$ cat src/rtl/ecc_code_pkg.sv
package ecc_code_pkg;

    localparam int DATA_WIDTH   = 109;
    localparam int PARITY_WIDTH = 8;
    localparam int HAMMING_BITS = 7;

    // first position the hamming part can no longer address
    localparam int POS_LIMIT    = 1 << HAMMING_BITS;

    typedef logic [DATA_WIDTH-1:0]   data_t;
    typedef logic [PARITY_WIDTH-1:0] parity_t;

    typedef enum logic [1:0] {
        ST_NONE   = 2'b00,
        ST_SINGLE = 2'b01,
        ST_DOUBLE = 2'b10
    } ecc_status_e;

    // syndrome column of data bit idx
    // positions skip the powers of two, which belong to the check bits
    function automatic parity_t data_column(input int idx);
        parity_t col;
        int      seen;
        col  = '0;
        seen = 0;
        for (int pos = 3; pos < POS_LIMIT; pos++) begin
            if ((pos & (pos - 1)) != 0) begin
                if (seen == idx) begin
                    col[HAMMING_BITS-1:0] = pos[HAMMING_BITS-1:0];
                end
                seen++;
            end
        end
        // overall parity bit keeps every column at odd weight
        col[PARITY_WIDTH-1] = ~^col[HAMMING_BITS-1:0];
        return col;
    endfunction

endpackage

$ cat src/rtl/ecc_parity_gen.sv
module ecc_parity_gen
    import ecc_code_pkg::*;
(
    input  data_t   data,
    output parity_t parity
);

    // data bits that feed check bit k
    function automatic data_t check_select(input int k);
        data_t   sel;
        parity_t col;
        sel = '0;
        for (int i = 0; i < DATA_WIDTH; i++) begin
            col    = data_column(i);
            sel[i] = col[k];
        end
        return sel;
    endfunction

    // selection masks are constants, so each check bit folds to a fixed xor tree
    for (genvar k = 0; k < PARITY_WIDTH; k++) begin : g_check
        localparam data_t SEL = check_select(k);

        assign parity[k] = ^(data & SEL);
    end

endmodule

$ cat config.mk
export PLATFORM = sky130hd
export DESIGN_NAME = ecc_parity_gen
export DESIGN_NICKNAME = d
export VERILOG_FILES = /design/src/rtl/ecc_code_pkg.sv /design/src/rtl/ecc_parity_gen.sv
export SDC_FILE = /design/constraint.sdc
export NUM_CORES = 1
export LEC_CHECK = 0
export ABC_AREA = 1
export BUFFER_PORTS_ARGS = -buffer_cell sky130_fd_sc_hd__buf_2
export CAP_MARGIN = 20
export CELL_PAD_IN_SITES_DETAIL_PLACEMENT = 2
export CELL_PAD_IN_SITES_GLOBAL_PLACEMENT = 2
export CORE_UTILIZATION = 29
export DETAILED_ROUTE_END_ITERATION = 12
export PLACE_DENSITY = 0.95
export SLEW_MARGIN = 20
export SYNTH_ARGS = -nofsm -noshare
export SYNTH_HDL_FRONTEND = slang
export SYNTH_SLANG_ARGS = --single-unit
$ cat constraint.sdc
create_clock -name vclk -period 3.7
set_input_delay 0.185 -clock vclk [all_inputs]
set_output_delay 0.185 -clock vclk [all_outputs]
set_load 0.005 [all_outputs]
==> flow_summary_export.csv <==
group,metric,value,unit
synth,synth_top_family_by_area,"simple AND/OR/NAND/NOR gates",
synth,yosysSeqAreaShare,0,%
global_route,overflow,0,
layout,fill_cells,2390,
min_path,hold_class,"input port to output port",
synth,yosys.area_share.simple,56.9,%
routing,wirelength,20.4,mm
setup_path,path_delay_family,"simple AND/OR/NAND/NOR gates",
run,drv_cap,0,
power,combPwrFrac,100.0,%
synth,syn-mean-instance-area,4.95,um2
power,power_leakage,3.71,nW
routing,drc,0,
power,vdd_drop_max,0.0773,mV
die,die_height,136,um
timing,whs,1.11,ns
global_route,grt_pass1_wl,34.0,mm
status,outcome,"completed",
timing,drv_slew,0,
global_route,antenna_found_initial,0,
timing,rsz0062_at_grt,"no",
layout,nFlopsAndLatches,0,
layout,regArea,0,um2
die,io_pins,117,
layout,n_antenna_cell,0,
synth,syn_inst,1054,
layout,area_growth,13.7,%
routing,vias_per_cell,4.78,
routing,ant_nets,0,
layout,layout.cells.most_common,"nand2_1",
layout,final_cell_mix,"590 x nand2_1, 117 x buf_2, 112 x inv_1",
die,initial_core_util,29.9,%
placed_design,globalplace.congestion,0.818,
timing,period_share,55.5,%
power,switching_share,64.9,%
synth,synthAdderAreaFrac,0,%
timing,hold_viol,0,
routing,first_iter_violations,177,
timing,relSlewSlack,68.0,%
timing,fin_ws,1.64,ns
synth,yosys_warnings,0,
synth,syn_nets,1163,
setup_path,worstPathCellList,"buf_2 > xnor2_1 > nand2_1 > nand2_1 > nand2_1 > nand2_1 > nand2_1 > nand2_1 > nand2_1 > nand2_1 > nand2_1 > nand2_1 > nand2_1 > nand2_1 > buf_2",
global_route,grt_max_degree,10,
routing,num_vias,6548,
power,clkPwrFrac,0,%
timing,finalSetupViolCount,0,
layout,fin_area,5930,um2
die,fp.coreArea,17400,um2
setup_path,worstPathArrival,1.87,ns
setup_path,crit_path_top_delay_cell,"xnor2_1",
setup_path,crit_required,3.51,ns
placed_design,post-dp-hpwl,19.1,mm
setup_path,crit_type,"input port to output port",
timing,fmax,487,MHz
synth,synth_compound_area_share,0.0960,%
synth,synth_xor_area_share,31.9,%
timing,finalSetupTns,0,ns
setup_path,worst_setup_path_start_kind,"input port",
layout,utilization,34.0,%
timing,worst_pin_slew,0.477,ns
die,die_area,18500,um2
layout,n_clock_buffer,0,
clock_network,cts_setup_buffers,0,
power,powerDensity,256,nW/um2
power,p_seq_share,0,%
setup_path,slowest_delay,0.42,ns
setup_path,crit_path_end_kind,"output port",
layout,nets,1257,
timing,min_period,2.06,ns
power,p_switching,0.000986,W
die,die_w,136,um
synth,netlist_area,5210,um2
die,placementRows,48,
clock_network,cts_resized,0,
global_route,first_global_vias,7442,
setup_path,path_max_fanout,4,
routing,firstDrtPassIters,6,
global_route,grt.total_usage,22.4,%
placed_design,dpl_cell_area,5930,um2
layout,drive_above_1_share,11.9,%
routing,wl_per_cell,14.9,um
placed_design,pre_cts_ws,1.65,ns
setup_path,crit_path_frequent_cell,"nand2_1",
placed_design,port_buffers,117,
power,p_int,0.000533,W
synth,yosysUniqueCellTypes,21,
setup_path,cp_num_buf_inv,2,
clock_network,cts_hold_buf,0,
synth,muxShareOfSynthArea,0,%
==> routing by layer <==
metal | vias to the layer above | part of all wire, % | global-route usage, %
met3 | 22 | 1.9 | 0.708
li1 | 3335 | - | -
met1 | 3110 | 43 | 25.4
met5 | - | 0 | 0
met2 | 81 | 54 | 46.3
met4 | 0 | 1.2 | 2.96
==> per-stage QoR <==
| step | total power, W | cells |
|---|---|---|
| 3_5_place_dp | 0.00153 | 1371 |
| 6_report | 0.00152 | 1371 |
| 2_1_floorplan | 0.00102 | 1054 |
| 5_1_grt | 0.00172 | 1371 |
| 4_1_cts | 0.00154 | 1371 |
| 3_3_place_gp | 0.00141 | 1371 |
==> kinds of logic after synthesis <==
family / after synthesis
AND/OR/NAND/NOR: 733
XOR/XNOR: 182
AO/OA/AOI/OAI: 1
buffers and inverters: 138
==> power groups by stage <==
stage                     clock network [W]  logic [W]  registers [W]
after global placement                    0    0.00141              0
after global routing                      0    0.00172              0
after detailed placement                  0    0.00153              0
after floorplan                           0    0.00102              0
after CTS                                 0    0.00154              0
final                                     0    0.00152              0
==> path summary, 6_finish.rpt <==
kind / start / to / slack (ns) / cells past startpoint
min: data[11] / parity[4] / 1.11 / 8
max: data[95] / parity[2] / 1.64 / 15
==> cells in the mapped netlist, drive strengths merged (2+ instances only) <==
cell type | count | area share, %
nand3 | 100 | 9.6
xnor2 | 102 | 18
buf | 23 | 2.7
nand2b | 2 | 0.24
clkbuf | 2 | 0.19
nand2 | 599 | 44
inv | 113 | 8.1
nand3b | 13 | 1.9
xor2 | 80 | 14
nor2 | 17 | 1.4
==> layout make-up <==
class	instances	area [um2]	area share [%]
Tap cell	225	282	4.75
Timing Repair Buffer	117	586	9.88
Inverter	113	424	7.16
Multi-Input combinational cell	916	4640	78.2
==> worst min-delay path: cells and delay by family <==
kind | cells | cell delay [ns]
AND/OR/NAND/NOR | 6 | 0.50
buffers and inverters | 2 | 0.25
Note: power is estimated with default switching activity, not from simulation.
